===== config.mk =====
export PLATFORM = sky130hd
export DESIGN_NAME = tf_row_bank_flat
export DESIGN_NICKNAME = d
export VERILOG_FILES = /design/src/common/ntt_tf_pkg.sv /design/src/common/tf_lane_if.sv /design/src/tf_gen/tf_row_bank.sv /design/src/flat_wrapper.sv
export VERILOG_INCLUDE_DIRS = /design/src /design/src/common
export SDC_FILE = /design/constraint.sdc
export NUM_CORES = 2
export LEC_CHECK = 0
export BUFFER_PORTS_ARGS = -buffer_cell sky130_fd_sc_hd__buf_2
export CAP_MARGIN = 20
export CORE_MARGIN = 5
export CORE_UTILIZATION = 55
export CTS_BUF_LIST = sky130_fd_sc_hd__clkbuf_2
export DETAILED_ROUTE_END_ITERATION = 16
export PLACE_DENSITY = 0.77
export SYNTH_ARGS = -nofsm -noshare
export SYNTH_HDL_FRONTEND = slang
export SYNTH_SLANG_ARGS = --single-unit

===== constraint.sdc =====
create_clock -name clk -period 69.9 [get_ports clk]
set_input_delay 3.495 -clock clk [delete_from_list [all_inputs] [get_ports clk]]
set_output_delay 3.495 -clock clk [all_outputs]
set_load 0.02 [all_outputs]

===== src/common/ntt_tf_consts.svh =====
`ifndef NTT_TF_CONSTS_SVH
`define NTT_TF_CONSTS_SVH

// ----------------------------------------------------------
// datapath widths and modulus
// ----------------------------------------------------------
`define NTT_D_WIDTH      14
`define NTT_Q            12289

// barrett reduction, shift is twice the coefficient width
`define NTT_BARRETT_K    (2 * `NTT_D_WIDTH)
`define NTT_BARRETT_MU   21843          // floor(2^28 / 12289)

// ----------------------------------------------------------
// twiddle bank geometry
// ----------------------------------------------------------
`define NTT_TF_LANES     15             // lanes m = 1..15
`define NTT_TF_DEPTH     4              // one row per iteration depth
`define NTT_TF_CONSTS    14             // per-stage constant table

// constant index rule
`define NTT_LOG2_DEGREE  12
`define NTT_RADIX_K      4

// multiplier pipeline depth
`define NTT_MUL_LAT      3

`endif


===== src/common/ntt_tf_pkg.sv =====
`default_nettype none

`include "ntt_tf_consts.svh"

package ntt_tf_pkg;

	// one residue mod q
	typedef logic [`NTT_D_WIDTH-1:0] coeff_t;

	// lane m sits at index m-1
	typedef coeff_t [`NTT_TF_LANES-1:0] tf_row_t;

	typedef coeff_t [`NTT_TF_CONSTS-1:0] tf_table_t;

	// row select
	typedef logic [$clog2(`NTT_TF_DEPTH)-1:0] depth_t;

	// radix-16 stage, 0..2 legal
	typedef logic [1:0] stage_t;

endpackage

`default_nettype wire


===== src/common/tf_lane_if.sv =====
`timescale 1ns/1ns
`default_nettype none

interface tf_lane_if;
	import ntt_tf_pkg::*;

	// issue side
	logic    issue_valid;
	depth_t  issue_depth;
	tf_row_t issue_a;     // row operands
	tf_row_t issue_b;     // per-lane constants

	// result side
	logic    res_valid;
	depth_t  res_depth;
	tf_row_t res;

	modport bank (
		output issue_valid,
		output issue_depth,
		output issue_a,
		input  res_valid,
		input  res_depth,
		input  res
	);

	modport coef (
		output issue_b
	);

	modport lanes (
		input  issue_valid,
		input  issue_depth,
		input  issue_a,
		input  issue_b,
		output res_valid,
		output res_depth,
		output res
	);

endinterface

`default_nettype wire


===== src/tf_gen/tf_row_bank.sv =====
`timescale 1ns/1ns
`default_nettype none

`include "ntt_tf_consts.svh"

module tf_row_bank (
	input  logic                clk,
	input  logic                rst,
	input  logic                tf_init_base,
	input  logic                tf_ren,
	input  logic                tf_update,
	input  ntt_tf_pkg::depth_t  depth_sel,
	input  ntt_tf_pkg::tf_row_t base_in,
	output ntt_tf_pkg::tf_row_t tf_out,
	tf_lane_if.bank             lane
);
	import ntt_tf_pkg::*;

	tf_row_t rows [`NTT_TF_DEPTH];

	logic [2:0] cmd;
	logic       do_base;
	logic       do_read;
	logic       do_upd;

	// one-hot decode, anything else is idle
	assign cmd = {tf_init_base, tf_ren, tf_update};

	always_comb begin
		do_base = 1'b0;
		do_read = 1'b0;
		do_upd  = 1'b0;
		case (cmd)
			3'b100:  do_base = 1'b1;
			3'b010:  do_read = 1'b1;
			3'b001:  do_upd  = 1'b1;
			default: ;
		endcase
	end

	// ----------------------------------------------------------
	// row storage
	// ----------------------------------------------------------
	always_ff @(posedge clk or posedge rst) begin
		if (rst) begin
			for (int i = 0; i < `NTT_TF_DEPTH; i++) begin
				rows[i] <= '0;
			end
		end else begin
			if (do_base) begin
				rows[depth_sel] <= base_in;
			end
			// write-back lands last, wins on the same row
			if (lane.res_valid) begin
				rows[lane.res_depth] <= lane.res;
			end
		end
	end

	// ----------------------------------------------------------
	// read register
	// ----------------------------------------------------------
	always_ff @(posedge clk or posedge rst) begin
		if (rst) begin
			tf_out <= '0;
		end else if (do_read) begin
			tf_out <= rows[depth_sel];
		end else begin
			tf_out <= '0; // zero outside reads
		end
	end

	// ----------------------------------------------------------
	// update issue into the lanes
	// ----------------------------------------------------------
	always_ff @(posedge clk or posedge rst) begin
		if (rst) begin
			lane.issue_valid <= 1'b0;
		end else begin
			lane.issue_valid <= do_upd; // one-cycle pulse
		end
	end

	always_ff @(posedge clk) begin
		if (do_upd) begin
			lane.issue_a     <= rows[depth_sel];
			lane.issue_depth <= depth_sel; // tag travels with the data
		end
	end

endmodule

`default_nettype wire


===== src/flat_wrapper.sv =====
// flat-port wrapper written by rule: the top's interface ports become plain ports
module tf_row_bank_flat import ntt_tf_pkg::*;
  (clk, rst, tf_init_base, tf_ren, tf_update, depth_sel, base_in, tf_out, lane_issue_valid, lane_issue_depth, lane_issue_a, lane_res_valid, lane_res_depth, lane_res);
  tf_lane_if lane_i ();
  input  logic clk;
  input  logic rst;
  input  logic tf_init_base;
  input  logic tf_ren;
  input  logic tf_update;
  input  ntt_tf_pkg::depth_t depth_sel;
  input  ntt_tf_pkg::tf_row_t base_in;
  output ntt_tf_pkg::tf_row_t tf_out;
  output wire logic [$bits(lane_i.issue_valid)-1:0] lane_issue_valid;
  output wire logic [$bits(lane_i.issue_depth)-1:0] lane_issue_depth;
  output wire logic [$bits(lane_i.issue_a)-1:0] lane_issue_a;
  input wire logic [$bits(lane_i.res_valid)-1:0] lane_res_valid;
  input wire logic [$bits(lane_i.res_depth)-1:0] lane_res_depth;
  input wire logic [$bits(lane_i.res)-1:0] lane_res;
  assign lane_issue_valid = lane_i.issue_valid;
  assign lane_issue_depth = lane_i.issue_depth;
  assign lane_issue_a = lane_i.issue_a;
  assign lane_i.res_valid = lane_res_valid;
  assign lane_i.res_depth = lane_res_depth;
  assign lane_i.res = lane_res;
  tf_row_bank u_core (.clk(clk), .rst(rst), .tf_init_base(tf_init_base), .tf_ren(tf_ren), .tf_update(tf_update), .depth_sel(depth_sel), .base_in(base_in), .tf_out(tf_out), .lane(lane_i));
endmodule

Yosys cells after proc, flatten, opt, wreduce, memory -nomap -nowiden
Index checks and enable logic that the tools add are counted.
Widths: inputs -> output; s select.
Storage, ports and cells
  flip-flop bits (word level): 1263
  input bits: 430
  logic and storage cells: 118
Operators by class
  order comparisons: 4
  equality and inequality tests: 3
  multiplexer cells: 15
  bitwise logic cells: 2
  reductions and logical operators: 2
Operators by type and width (count)
  $bwmux 840: 2
  $mux 840: 2
  $mux 210: 5
  $demux 210 s2: 2
  $bmux 210 s2: 1
  $ge 3x3->1 const B: 2
  $lt 3x1->1 const B: 2
  $not 2->3: 2
  $eq 3x1->1 const B: 1
  $eq 3x2->1 const B: 1
  $eq 3x3->1 const B: 1
  $mux 1: 3
  $logic_and 1x1->1: 2

Depth between registers and ports, before layout
  depth in word-level cells: 9
  depth in mapped cells: 7
  depth with buffers taken out: 3

Worst setup path before layout
OpenSTA, ideal clock, no wires.
  path type: input-to-reg
  from: input port tf_ren
  to: register u_core.lane.issue_valid
  arrival time: 18873 ps
  data required time: 68214 ps
  path slack: 49341 ps
  stages on the path: 1
  path buffers: 0
  cell sequence: nor3b_1
On the way
  longest elaborated chain between the ends: 2
RTL lines
  from (decl): RTL line flat_wrapper.sv:8  | input logic tf_ren;
  $eq 3x1->1: RTL line tf_row_bank.sv:33  | case (cmd)
  $mux 1: RTL line tf_row_bank.sv:33
  to (signal assigned): RTL line tf_row_bank.sv:80  | lane.issue_valid <= do_upd;
  to (decl): RTL line tf_lane_if.sv:19  | output issue_valid,
Every way passes these cells.
A chain may end at the register's enable or synchronous reset.

Worst setup path in the final report
  from: input port depth_sel[1]
  to: register u_core.lane.issue_a[111] (data pin)
On the way
  longest elaborated chain between the ends: 4
RTL lines
  from (decl): RTL line flat_wrapper.sv:10  | input ntt_tf_pkg::depth_t depth_sel;
  $not 2->3 (not written as such): RTL line tf_row_bank.sv:86  | lane.issue_a <= rows[depth_sel];
  $bmux 210 s2: RTL line tf_row_bank.sv:86
  $mux 210 (not written as such) (2 in a row): RTL line tf_row_bank.sv:86
  to (signal assigned): RTL line tf_row_bank.sv:86
  to (decl): RTL line tf_lane_if.sv:21  | output issue_a,
Every way passes these cells. The select of a mux whose other input is x is not followed.

==> results by group <==
Power and ir drop
  – PwrDens: between 20 and 30 mW/mm^2
  – Sw Ratio: 0.313
  – Cell Int Power: ~1.2 mW
  – Switching Power: ~540 uW
  – Leakage: between 20 and 30 nW
  – Total power: around 1.7 mW
  – VDD IR-drop max: ~0.000018 V
  – Comb pwr share: 0.178
  – Seq pwr share: 0.525
  – Clk network pwr share: 0.296

Drt
  – DRC Markers: 0
  – Antenna viol nets, final: 0
  – Total wire length: slightly below 200000 um
  – Vias per cell: approximately 6.4
  – DR pass1 iterations: 9
  – Drt wl/cell: approximately 23 um
  – Via Count: 53065
  – Initial DRC Count: 7297

Logic synthesis
  – Multiplexer area fraction after synthesis: 0.0799
  – Adder-Cell Fraction of Synth Area: 0
  – Post-synth EDFFs: between 200 and 250
  – Largest family of logic cells by synthesized area: compound AO/OA/AOI/OAI gates
  – Dominant cells by area after synthesis: dfrtp_1, edfxtp_1, a31oi_1, mux4_2, nor2_1
  – Xor-xnor portion of the synthesized cell area: 0
  – Synthesized flop and latch total: approximately 1300
  – Top cell type's share of synthesized area: 0.444
  – Asr flop ratio synth: 0.832
  – Synth warn: 0
  – Avg Cell Area, Syn: 10.1 sq um
  – Unique cell type count in the Yosys netlist: 28
  – Cell count after synthesis: between 5000 and 6000
  – Post-Syn Area: ~0.059 sq mm
  – Syn_nets: 6304
  – Primary FF master, synth: dfrtp_1
  – Post-synthesis simple-gate area fraction: 0.126
  – Sequential area share after synthesis: 0.552
  – Yosys top cell by area: dfrtp_1
  – Synth Area in Compound Gates: 0.195

Critical path
  – Worst path required time: 71150 ps
  – CP Class: in -> reg
  – FF-to-FF setup slack: ~69000 ps
  – CP Max Fanout: 212
  – Worst r2r path cells: 2
  – Crit path from: depth_sel[1]
  – CP Capture Type: flip-flop
  – Worst R2R Start: u_core.rows[159]
  – Startpoint types: input pin
  – R2R Path End: u_core.tf_out[159]
  – CP endpoint: u_core.lane.issue_a[111]
  – Worst path arrival time: ~8300 ps

Timing
  – Fin crit period: around 7100 ps
  – Max transition margin: 0.110
  – Setup_tns: 0 ps
  – Worst slew pin tran: 1330 ps
  – Final-report setup violation count: 0
  – Max Clock Freq: 141 MHz
  – Max-slew violation count: 0
  – Final period util: 0.101
  – Final Hold Viols: 0
  – RSZ-0062 raised after global routing: false
  – Worst clock skew: ~170 ps

Floorplanning
  – Die area: between 0.1 and 0.15 sq mm
  – Initial Util: 0.553
  – Die Y-Extent: ~340 um
  – # IOs: between 800 and 900
  – Row count: 120
  – Core area: 0.107 sq mm
  – Die X: 338 um

Clock tree
  – Sink Count: about 1300
  – Reg clk slew, reported paths: ~110 ps
  – Setup Fix Bufs, Post-CTS: 0
  – # hold bufs at CTS: 0
  – Clock buffer depth: 4
  – CTS root buf: clkbuf_2
  – Clk_lat worst skew: 1670 ps
  – CTS tree: yes
  – CTS H-tree depth: 5
  – CTS Buf Count: around 340
  – Post-CTS Resized: 0

Global routing
  – Largest net degree at the start of global routing: 235
  – GR met2 Demand/Resource: 0.496
  – GRT Total Usage: 0.328
  – Routing usage on met3: 0.106
  – GRT busiest layer: met2
  – Gr ovfl total: 0
  – Met1 Usage GRT: 0.419
  – Number of global-route vias before repair: 50988
  – Initial antenna violation count: roughly 140
  – First-pass GRT wire length: slightly below 300000 um

Cells and area
  – Layout area overhead: 12.3%
  – Post-route cell area: between 0.06 and 0.07 sq mm
  – Ratio of cells with drive above 1 in the final layout: 0.245
  – NumNets Final: 6954

Placed design
  – Buffers on Ports: 852
  – Gp weighted congestion: a little under 0.9
  – Placed inst area: around 0.063 sq mm
  – DPL Wire Length: ~110000 um

Status
  – Run status: completed

Flow run
  – Max cap viols: 0

Worst hold path
  – Worst hold path class: reg -> reg
==> critical path, cell delays in order <==
cell and delay, ps:
buf_8 470, buf_12 590, buf_4 640, buf_4 700, buf_4 770, buf_4 840, mux4_2 520
==> through the flow <==
stage / cells / util / setup slack [ps] / hold WS, ps
after detailed placement: 7588 / 0.590 / 61370 / 526
after global placement: 7588 / 0.590 / 61410 / 518
final: 8293 / 0.621 / 62810 / 540
after CTS: 8158 / 0.618 / 63090 / 539
after floorplan: 5874 / - / 36820 / 507
after global routing: 8252 / 0.620 / 62660 / 534
==> power groups by stage <==
stage	combinational, mW	sequential [mW]	clock (mW)
after floorplan	0.199	0.927	0
after global placement	0.295	0.920	0
after detailed placement	0.307	0.924	0
after CTS	0.307	0.909	0.520
after global routing	0.339	0.921	0.561
final	0.310	0.913	0.515
==> per-layer routing <==
layer | routed length [um] | share of wire
met2 | 90800 | 0.47
met5 | 324 | 0.0017
met4 | 9660 | 0.050
met1 | 69500 | 0.36
met3 | 23600 | 0.12
==> layout make-up <==
cell class	count	area, sq um
Antenna cell	134	335
Multi-Input combinational cell	4002	23800
Inverter	2	22.5
Clock buffer	495	2480
Tap cell	1403	1760
Clock inverter	75	437
Fill cell	8725	40600
Timing Repair Buffer	919	4970
Sequential cell	1263	32700
==> cells in the mapped netlist (all sizes together) (2+ instances only) <==
cell type  number
nor3b           2
mux4          210
a31oi         840
and2          210
inv             2
nand3b          2
a21oi         420
nor2          840
nor2b         210
o21ai         840
buf           230
dfrtp        1051
edfxtp        212
nand2         420
clkbuf        377
==> cell families after synthesis <==
logic type,count (synthesis)
compound gates,2100
simple gates,1692
flops,1263
buf+inv,609
mux,210
==> sequential cells by signal (all words and copies together), names as in the netlist <==
| signal | count |
|---|---|
| u_core.tf_out | 210 |
| u_core.rows | 840 |
| u_core.lane.issue_depth | 2 |
| u_core.lane.issue_a | 210 |
| u_core.lane.issue_valid | 1 |
==> worst min-delay path by stage <==
stage	startpoint	end	slack, ps	cells past startpoint
floorplan	u_core.rows[0]	u_core.rows[0]	510	2
global placement	u_core.rows[95]	u_core.rows[95]	520	2
detailed placement	u_core.rows[136]	u_core.rows[136]	530	2
CTS	u_core.rows[186]	u_core.rows[186]	540	2
global route	u_core.rows[446]	u_core.lane.issue_a[26]	530	1
finish	u_core.rows[89]	u_core.rows[89]	540	2
==> cells in the final DEF (no fill, tap or decap) <==
master      count
clkbuf_2      495
and4bb_4        1
nor2b_1       210
o21ai_0       440
buf_12         13
nand3b_1        2
mux4_2        210
and2_1        210
and3_4          1
diode_2       134
nand4bb_4       1
clkinvlp_4      2
a21oi_1       420
edfxtp_1      212
buf_16          1
inv_2           4
nand2_1       420
or4b_4          1
o21ai_1       400
nand3_4         1
nor3b_2         2
buf_8           2
and3b_4         1
a31oi_1       840
inv_8           2
dfrtp_1      1051
bufinv_16       5
clkinv_2        5
nor4b_4         1
or3b_4          1
clkinv_4        2
buf_2         850
nor2_1        840
clkinv_1       57
buf_4          53
Power figures use the tool's default switching activity.
