**src/common/ntt_tf_consts.svh**
```systemverilog
`ifndef NTT_TF_CONSTS_SVH
`define NTT_TF_CONSTS_SVH

// ----------------------------------------------------------
// datapath widths and modulus
// ----------------------------------------------------------
`define NTT_D_WIDTH      14
`define NTT_Q            12289

// barrett reduction, shift is twice the coefficient width
`define NTT_BARRETT_K    (2 * `NTT_D_WIDTH)
`define NTT_BARRETT_MU   21843          // floor(2^28 / 12289)

// ----------------------------------------------------------
// twiddle bank geometry
// ----------------------------------------------------------
`define NTT_TF_LANES     15             // lanes m = 1..15
`define NTT_TF_DEPTH     4              // one row per iteration depth
`define NTT_TF_CONSTS    14             // per-stage constant table

// constant index rule
`define NTT_LOG2_DEGREE  12
`define NTT_RADIX_K      4

// multiplier pipeline depth
`define NTT_MUL_LAT      3

`endif

```
**src/common/ntt_tf_pkg.sv**
```systemverilog
`default_nettype none

`include "ntt_tf_consts.svh"

package ntt_tf_pkg;

	// one residue mod q
	typedef logic [`NTT_D_WIDTH-1:0] coeff_t;

	// lane m sits at index m-1
	typedef coeff_t [`NTT_TF_LANES-1:0] tf_row_t;

	typedef coeff_t [`NTT_TF_CONSTS-1:0] tf_table_t;

	// row select
	typedef logic [$clog2(`NTT_TF_DEPTH)-1:0] depth_t;

	// radix-16 stage, 0..2 legal
	typedef logic [1:0] stage_t;

endpackage

`default_nettype wire

```
**src/common/tf_lane_if.sv**
```systemverilog
`timescale 1ns/1ns
`default_nettype none

interface tf_lane_if;
	import ntt_tf_pkg::*;

	// issue side
	logic    issue_valid;
	depth_t  issue_depth;
	tf_row_t issue_a;     // row operands
	tf_row_t issue_b;     // per-lane constants

	// result side
	logic    res_valid;
	depth_t  res_depth;
	tf_row_t res;

	modport bank (
		output issue_valid,
		output issue_depth,
		output issue_a,
		input  res_valid,
		input  res_depth,
		input  res
	);

	modport coef (
		output issue_b
	);

	modport lanes (
		input  issue_valid,
		input  issue_depth,
		input  issue_a,
		input  issue_b,
		output res_valid,
		output res_depth,
		output res
	);

endinterface

`default_nettype wire

```
**src/tf_gen/tf_const_select.sv**
```systemverilog
`timescale 1ns/1ns
`default_nettype none

`include "ntt_tf_consts.svh"

module tf_const_select (
	input  logic                  clk,
	input  logic                  rst,
	input  logic                  tf_init_const,
	input  logic                  tf_init_base,
	input  logic                  tf_ren,
	input  logic                  tf_update,
	input  ntt_tf_pkg::stage_t    stage_sel,
	input  ntt_tf_pkg::tf_table_t const_in,
	tf_lane_if.coef               lane
);
	import ntt_tf_pkg::*;

	tf_table_t const_tbl;
	coeff_t    sel_c [`NTT_TF_LANES];
	logic      load_ok;

	// only a lone tf_init_const loads the table
	assign load_ok = ({tf_init_base, tf_init_const, tf_ren, tf_update} == 4'b0100);

	always_ff @(posedge clk or posedge rst) begin
		if (rst) begin
			const_tbl <= '0;
		end else if (load_ok) begin
			const_tbl <= const_in;
		end
	end

	// ----------------------------------------------------------
	// per-lane index: LOG2_DEGREE - RADIX_K*stage - floor(log2 m)
	// ----------------------------------------------------------
	for (genvar m = 1; m <= `NTT_TF_LANES; m++) begin : g_sel
		localparam int GRP = $clog2(m + 1) - 1; // 0,1,1,2x4,3x8

		logic [5:0] idx;

		assign idx = 6'(`NTT_LOG2_DEGREE - GRP) - 6'(`NTT_RADIX_K) * {4'b0000, stage_sel};

		// illegal stage wraps negative, gives zero
		assign sel_c[m-1] = (idx < 6'(`NTT_TF_CONSTS)) ? const_tbl[idx[3:0]] : '0;
	end

	// registered every cycle, lines up with issue_valid
	always_ff @(posedge clk) begin
		for (int i = 0; i < `NTT_TF_LANES; i++) begin
			lane.issue_b[i] <= sel_c[i];
		end
	end

endmodule

`default_nettype wire

```
**src/flat_wrapper.sv**
```systemverilog
// flat-port wrapper written by rule: the top's interface ports become plain ports
module tf_const_select_flat import ntt_tf_pkg::*;
  (clk, rst, tf_init_const, tf_init_base, tf_ren, tf_update, stage_sel, const_in, lane_issue_b);
  tf_lane_if lane_i ();
  input  logic clk;
  input  logic rst;
  input  logic tf_init_const;
  input  logic tf_init_base;
  input  logic tf_ren;
  input  logic tf_update;
  input  ntt_tf_pkg::stage_t stage_sel;
  input  ntt_tf_pkg::tf_table_t const_in;
  output wire logic [$bits(lane_i.issue_b)-1:0] lane_issue_b;
  assign lane_issue_b = lane_i.issue_b;
  tf_const_select u_core (.clk(clk), .rst(rst), .tf_init_const(tf_init_const), .tf_init_base(tf_init_base), .tf_ren(tf_ren), .tf_update(tf_update), .stage_sel(stage_sel), .const_in(const_in), .lane(lane_i));
endmodule
```
**config.mk**
```make
export PLATFORM = sky130hd
export DESIGN_NAME = tf_const_select_flat
export DESIGN_NICKNAME = d
export VERILOG_FILES = /design/src/common/ntt_tf_pkg.sv /design/src/common/tf_lane_if.sv /design/src/tf_gen/tf_const_select.sv /design/src/flat_wrapper.sv
export VERILOG_INCLUDE_DIRS = /design/src /design/src/common
export SDC_FILE = /design/constraint.sdc
export NUM_CORES = 1
export LEC_CHECK = 0
export ABC_CLOCK_PERIOD_IN_PS = 7300
export BUFFER_PORTS_ARGS = -buffer_cell sky130_fd_sc_hd__clkbuf_2
export CAP_MARGIN = 20
export CORE_ASPECT_RATIO = 0.5
export CORE_MARGIN = 3
export CORE_UTILIZATION = 50
export DETAILED_ROUTE_END_ITERATION = 8
export PLACE_DENSITY = 0.9
export RECOVER_POWER = 50
export SLEW_MARGIN = 20
export SYNTH_ARGS = -nofsm -noshare
export SYNTH_HDL_FRONTEND = slang
export SYNTH_SLANG_ARGS = --single-unit
export TNS_END_PERCENT = 20
```
**constraint.sdc**
```tcl
create_clock -name clk -period 7.3 [get_ports clk]
set_input_delay 1.46 -clock clk [delete_from_list [all_inputs] [get_ports clk]]
set_output_delay 1.46 -clock clk [all_outputs]
set_load 0.02 [all_outputs]
```
Word level (Yosys, flattened, before mapping). Index checks and enable logic that the tools add are counted.

Register bits: 252. Bits in latches: 0. Memory bits (writable): 0. ROM bits: 0. Bits of input ports: 204. Output and inout port bits: 210. Word-level logic and storage cells: 39. Memories kept: 0.

Add/subtract/negate cells: 4. Multiply operators: 0. Div/mod/pow operators: 0. $lt $le $gt $ge: 8. Equal/unequal tests: 1. Shift-type cells: 0. Mux-type cells: 8. Bitwise operators: 0. Reductions and logical operators: 0.

Operators by type and width (count): 14-bit binary-select mux with 4-bit select (4); 14-bit 2-to-1 mux (4); 6-bit by 4-bit less-than comparator with 1-bit output, second input constant (4); 4-bit by 5-bit less-than comparator with 1-bit output, second input constant (4); 4-bit by 4-bit subtractor with 5-bit output, first input constant (4); 4-bit by 3-bit == test with 1-bit output, second input constant (1).

Logic depth before layout (Yosys ltp). Gate-level depths: netlist of run 1.

Depth in word-level cells: 3. Mapped depth: 6. Mapped depth without buffers: 3.

Worst setup path after synthesis of run 1. Ideal clock, no wire load.

Kind: input to register. Start: input port stage_sel[0]. End: register u_core.lane.issue_b[45]. Setup time: 0.138 ns. Data arrival time: 2.674 ns. Required time: 7.162 ns. Slack: 4.488 ns. Cell stages on the path: 6. Path buffers: 3. Cell sequence: ha_1 > clkbuf_1 > buf_2 > buf_2 > mux2i_1 > o32ai_1.

Cells in the longest elaborated chain, start to end: 3. Elaborated cells between the ends (all ways): 4. Those cells by class: add/sub: 1; order compare: 1; mux: 2.

Ends and longest elaborated chain: start, declared (RTL line flat_wrapper.sv:11) `input ntt_tf_pkg::stage_t stage_sel;`; 4-bit by 4-bit subtractor with 5-bit output (*) (RTL line tf_const_select.sv:42) `` assign idx = 6'(`NTT_LOG2_DEGREE - GRP) - 6'(`NTT_RADIX_K) * {4'b0000, stage_sel}; ``; 14-bit binary-select mux with 4-bit select (RTL line tf_const_select.sv:45) `` assign sel_c[m-1] = (idx < 6'(`NTT_TF_CONSTS)) ? const_tbl[idx[3:0]] : '0; ``; 14-bit 2-to-1 mux (implied by the code) (RTL line tf_const_select.sv:45); end signal, assigned by index (RTL line tf_const_select.sv:51) `lane.issue_b[i] <= sel_c[i];`; end, declared (RTL line tf_lane_if.sv:28) `output issue_b`.

Mark *: on every way between the ends. The rest lies on a longest branch, timed or not. The select of a mux whose other input is x is not followed. A chain may end at the register's enable or synchronous reset.

Worst setup path after layout of run 1.
Start: input port stage_sel[1]. End: register u_core.lane.issue_b[45].

The elaborated chain is that of the path after synthesis.

==> reports/qor.yml, run 1 <==
routing:
  detail_route.iter0.violations: 366
  drt-total-wl_um: 26300
  routedWlPerCell_um: 19.5
  vias_per_cell: 5.13
  drtAntennaViolNets: 0
  vias: 6909
  dr.pass1.iters: 4
  drc: 0
floorplan:
  die_area_mm2: 0.0240
  die_w_um: 216
  initial_core_util: 0.523
  dieHeight_um: 111
  core_area_mm2: 0.0211
  rows: 37
  num_io_pins: 414
placed_design:
  dp.final_hpwl_um: 18700
  globalplace.congestion: 0.828
  dp_slack_ps: 2660
  portBuffers: 413
power_and_ir_drop:
  swShare: 0.322
  clkPwrFrac: 0.304
  power.leakage_nw: 5.83
  power_frac_seq: 0.459
  ir_drop_mv: 0.227
  netSwitchingPower_w: 0.00134
  p_int_w: 0.00281
  p_per_area_mw_per_mm2: 327
  combPwrFrac: 0.237
worst_setup_path:
  endpoint_kind: "flop"
  critical_path_class: "primary input to flop"
  critPathMaxFanout: 59
  ff2ff_path_depth: 1
  endpoint: "u_core.lane.issue_b[45]"
  crit_required_ps: 7690
  startpoint_type: "primary input"
  r2r_end: "u_core.lane.issue_b[3]"
  rrSetupSlack_ps: 6290
  r2r-start: "u_core.const_tbl[115]"
  startpoint: "stage_sel[1]"
  cp.arrival_ps: 4870
synthesis:
  ys_seq_area_frac: 0.547
  netlist_area_mm2: 0.0110
  yosys_warnings: 0
  syn_inst: 794
  synth_area_per_cell_um2: 13.9
  synth_cell_types: 20
  syn_nets: 1000
  synth-seq-cells: 252
global_route:
  antenna_found_initial: 1
  grt_max_degree: 197
  grt.total_usage: 0.214
  gr-total-overflow: 0
  grt_pass1_vias: 7490
  grt_pass1_wl_um: 40900
sta:
  relSlewSlack: 0.115
  tightest_slew_ps: 1330
  setup_slack_ps: 2820
  tns_ps: 0
  setup_violations: 0
  min_period_ps: 4480
  period_share: 0.613
  fmax_mhz: 223
  drv_slew: 0
  hold_ws_ps: 486
  hold_violations: 0
  fin_skew_ps: 15.9
  grt_setup_unrepaired: "no"
clock_network:
  clkSinkCount: 252
  cts-root-buf: "clkbuf_16"
  cts_made_buffers: 23
  clk_latency_ps: 520
  cts_resized: 0
  cts_tree: "yes"
  hold_buffers: 0
  htree_levels: 1
  cts_setup_buffers: 0
  cts_buffer_depth: 3
  clk_pin_slew_worst_paths_ps: 70
layout:
  final_common_cell: "clkbuf_2"
  nets: 1244
  final.fill_count: 1732
  drive_above_1_share: 0.323
  final_cell_mix: "225 x clkbuf_2, 196 x dfrtp_1, 192 x clkbuf_1"
  syn2layout_area_growth_pct: 15.1
min_path:
  holdCritPathClass: "flop to flop"
job:
  drv_cap: 0
run_status:
  outcome: "finished, final reports clean"
worst max-delay path, stage by stage:
cell and delay (ps):
clkbuf_1 950, ha_4 950, nand2_1 900, o32ai_1 590
power by group through the flow:
stage               Sequential [W]  Clock (W)  Combinational (W)
floorplan                  0.00194          0           0.000833
global placement           0.00190          0            0.00101
detailed placement         0.00192          0            0.00104
CTS                        0.00190    0.00129            0.00105
global route               0.00194    0.00136            0.00106
finish                     0.00190    0.00126           0.000984
flip-flops by register name, indices dropped and copies added (netlist names):
register	count
u_core.lane.issue_b	56
u_core.const_tbl	196
how the worst min path moves through the flow:
stage	startpoint	endpoint	slack, ps	cells after the start
finish	u_core.const_tbl[120]	u_core.const_tbl[120]	490	1
global route	u_core.const_tbl[36]	u_core.const_tbl[36]	500	1
CTS	u_core.const_tbl[120]	u_core.const_tbl[120]	490	1
detailed placement	u_core.const_tbl[120]	u_core.const_tbl[120]	470	1
global placement	u_core.const_tbl[176]	u_core.const_tbl[176]	460	1
floorplan	u_core.const_tbl[111]	u_core.const_tbl[111]	450	1
logic make-up (layout without fill, tap and decap cells):
group,count (synthesis),count (layout),synth area share
adders and majority gates,2,2,0.00227
buffers and inverters,225,486,0.136
DFF,252,252,0.547
and+or+nand+nor,5,5,0.00420
muxes,266,266,0.280
other,0,1,0
AOI/OAI and AO/OA,44,44,0.0313
stage by stage:
stage / util / power (W) / cell area (um2) / cells
after floorplan: - / 0.00277 / 11000 / 794
after global placement: 0.575 / 0.00291 / 12100 / 1305
after detailed placement: 0.575 / 0.00297 / 12100 / 1305
after CTS: 0.613 / 0.00423 / 12900 / 1347
after global routing: 0.602 / 0.00435 / 12700 / 1348
final: 0.602 / 0.00414 / 12700 / 1348
Yosys cell counts (all sizes together):
library cell  number  share of area
dfrtp            196           0.45
mux2             196           0.20
buf              184           0.12
dfxtp             56           0.10
mux2i             56          0.051
inv               28         0.0095
o32ai             26          0.021
mux4              14          0.029
o22ai             14         0.0079
clkbuf            13         0.0044
a211oi             2         0.0014
a21boi             2         0.0014
ha                 2         0.0023
or2                2         0.0011
nand2              1        0.00034
nand2b             1        0.00057
nor4b              1         0.0022
final cells by class:
type | count | area (um2) | area share
diodes | 1 | 2.50 | 0.000197
clock buffers | 34 | 687 | 0.0542
clock inverters | 8 | 108 | 0.00849
inverters | 28 | 113 | 0.00888
multi-input cells | 317 | 3510 | 0.277
flip-flops and latches | 252 | 6030 | 0.475
well taps | 292 | 365 | 0.0288
repair buffers | 416 | 1870 | 0.147
per-layer routing:
layer,global-route usage,up-vias,share of wire
li1,-,3107,-
met1,0.250,3439,0.39
met2,0.379,288,0.51
met3,0.0542,75,0.067
met4,0.0887,0,0.039
met5,0,-,0
Power figures use the tool's default switching activity.
==> run 2, diff against run 1 <==
--- a/config.mk
+++ b/config.mk
@@ -6,7 +6,7 @@
 export SDC_FILE = /design/constraint.sdc
 export NUM_CORES = 1
 export LEC_CHECK = 0
-export ABC_CLOCK_PERIOD_IN_PS = 7300
+export ABC_CLOCK_PERIOD_IN_PS = 4600
 export BUFFER_PORTS_ARGS = -buffer_cell sky130_fd_sc_hd__clkbuf_2
 export CAP_MARGIN = 20
 export CORE_ASPECT_RATIO = 0.5
==> constraint.sdc (replaced) <==
create_clock -name clk -period 4.6 [get_ports clk]
set_input_delay 0.92 -clock clk [delete_from_list [all_inputs] [get_ports clk]]
set_output_delay 0.92 -clock clk [all_outputs]
set_load 0.02 [all_outputs]
==> run 2 against run 1 <==
Via count grew 0.35%. Critical path type unchanged. Non-clock buffer count grew 8. The run now ends with capacitance limit, slew limit left. Sequential power grew 59%. Sequential share of layout area shrank 0.80 points. Cell area grew 1.7%. Largest power group unchanged. Register-to-register slack lost 2700 ps. Clock skew shrank 6.0 ps.
==> reports/qor.yml, run 2 (same netlist as run 1, synthesis figures left out) <==
sta:
  hold_violations: 0  # unchanged
  setup_violations: 0  # unchanged
  grt_setup_unrepaired: "no"
  period_share: 0.763
  drv_slew: 154  # +154
  fmax_mhz: 285
  tightest_slew_ps: 1910  # +587 ps
  tns_ps: 0  # unchanged
  fin_skew_ps: 9.90  # -6.02 ps
  relSlewSlack: -0.276  # -0.391
  min_period_ps: 3510
  setup_slack_ps: 1090  # -1740 ps
layout:
  top_register: "u_core.const_tbl"
  final_cell_mix: "367 x clkbuf_2, 196 x dfrtp_1, 140 x mux2_1"
  final.fill_count: 1596  # -7.9%
  drive_above_1_share: 0.457  # +0.134
  nets: 1252  # +0.64%
  syn2layout_area_growth_pct: 17.0
  final_common_cell: "clkbuf_2"
  largest_reg_flops: 196  # unchanged
  largest_registers: "u_core.const_tbl (196), u_core.lane.issue_b (56)"
global_route:
  grt_pass1_wl_um: 41600  # +1.7%
  grt_pass1_vias: 7422  # -0.91%
  antenna_found_initial: 1  # unchanged
  gr-total-overflow: 0  # unchanged
  grt_max_degree: 77  # -61%
  grt.total_usage: 0.217  # +0.00294
clock_network:
  cts_made_buffers: 23  # unchanged
  cts-root-buf: "clkbuf_16"
  clk_pin_slew_worst_paths_ps: 70  # about the same
  cts_setup_buffers: 0  # unchanged
  cts_buffer_depth: 3  # unchanged
  clk_latency_ps: 510  # about the same
  cts_resized: 0  # unchanged
  hold_buffers: 0  # unchanged
  htree_levels: 1  # unchanged
  cts_tree: "yes"
  clkSinkCount: 252  # unchanged
run_status:
  outcome: "finished with violations"
  failed_checks: "capacitance limit, slew limit"
worst_setup_path:
  crit_required_ps: 4990  # -2700 ps
  startpoint_type: "primary input"
  critical_path_class: "primary input to flop"
  critPathMaxFanout: 38  # -36%
  cp.arrival_ps: 3900  # -970 ps
  endpoint_kind: "flop"
power_and_ir_drop:
  power_w: 0.00663  # +60%
  power.leakage_nw: 6.30  # +8.2%
  p_per_area_mw_per_mm2: 514  # +57%
  ir_drop_mv: 0.263  # +16%
routing:
  vias: 6933  # +0.35%
  drt-total-wl_um: 26400  # +0.48%
  drc: 0  # unchanged
  drtAntennaViolNets: 0  # unchanged
  routedWlPerCell_um: 19.5  # -0.11%
  detail_route.iter0.violations: 403  # +10%
  dr.pass1.iters: 4  # unchanged
  vias_per_cell: 5.11  # -0.24%
placed_design:
  dp.final_hpwl_um: 19300  # +3.6%
  dp_slack_ps: 1020  # -1640 ps
  portBuffers: 413  # unchanged
  globalplace.congestion: 0.857  # +3.6%
floorplan:
  die_area_mm2: 0.0240  # unchanged
  core_area_mm2: 0.0211  # unchanged
  initial_core_util: 0.523  # unchanged
  dieHeight_um: 111  # unchanged
  rows: 37  # unchanged
  die_w_um: 216  # unchanged
  num_io_pins: 414  # unchanged
job:
  drv_cap: 2  # +2
min_path:
  holdCritPathClass: "primary input to asynchronous set/reset pin"
-- run 2: changes by cell type in the layout (fill, tap and decap cells not counted), sizes merged --
cell,change
clkinvlp,-1
buf,+3
clkinv,+4
clkbuf,+4
inv,-2
-- run 2: through the flow --
step | instance area, um2 | utilization | hold slack (ps) | std cells
6_report | 12900 | 0.612 | 465 | 1356
5_1_grt | 12900 | 0.612 | 501 | 1356
4_1_cts | 13000 | 0.618 | 487 | 1353
3_5_place_dp | 12200 | 0.580 | 473 | 1311
3_3_place_gp | 12200 | 0.580 | 463 | 1311
2_1_floorplan | 11000 | - | 452 | 794
-- run 2: final cells by class --
class	count	area, um2	area share
repair buffers	424	2110	0.164
flip-flops and latches	252	6030	0.467
inverters	28	106	0.00825
clock inverters	9	105	0.00815
diodes	1	2.50	0.000194
well taps	292	365	0.0283
clock buffers	33	683	0.0530
multi-input cells	317	3500	0.271
-- run 2: worst paths after layout --
path | start | end | cells after the start | slack [ps]
setup / recovery | tf_ren | u_core.const_tbl[130] | 5 | 1090
hold / removal | rst | u_core.const_tbl[68] | 2 | 470
setup reg to reg | u_core.const_tbl[0] | u_core.lane.issue_b[0] | 1 | 3590
hold reg to reg | u_core.const_tbl[116] | u_core.const_tbl[116] | 1 | 490
max in group asynchronous | rst | u_core.const_tbl[103] | 3 | 1830
min in group clk | u_core.const_tbl[116] | u_core.const_tbl[116] | 1 | 490
-- run 2: critical path: stages --
cell and delay, ps:
clkbuf_2 80, nor4b_1 1040, clkbuf_1 550, clkbuf_2 860, mux2_2 420
-- run 2: per-layer routing --
metal	track usage	routed length (um)	vias up
li1	-	-	3128
met1	0.262	10400	3520
met2	0.392	13800	234
met3	0.0493	1590	51
met4	0.0612	625	0
met5	0	0	-
-- run 2: report_power, final --
| group | leakage, nW | total [W] | switching, W | internal, W |
|---|---|---|---|---|
| logic | 3.09 | 0.00162 | 0.000951 | 0.000664 |
| registers | 2.82 | 0.00302 | 0.000325 | 0.00270 |
| clock network | 0.390 | 0.00199 | 0.000841 | 0.00115 |
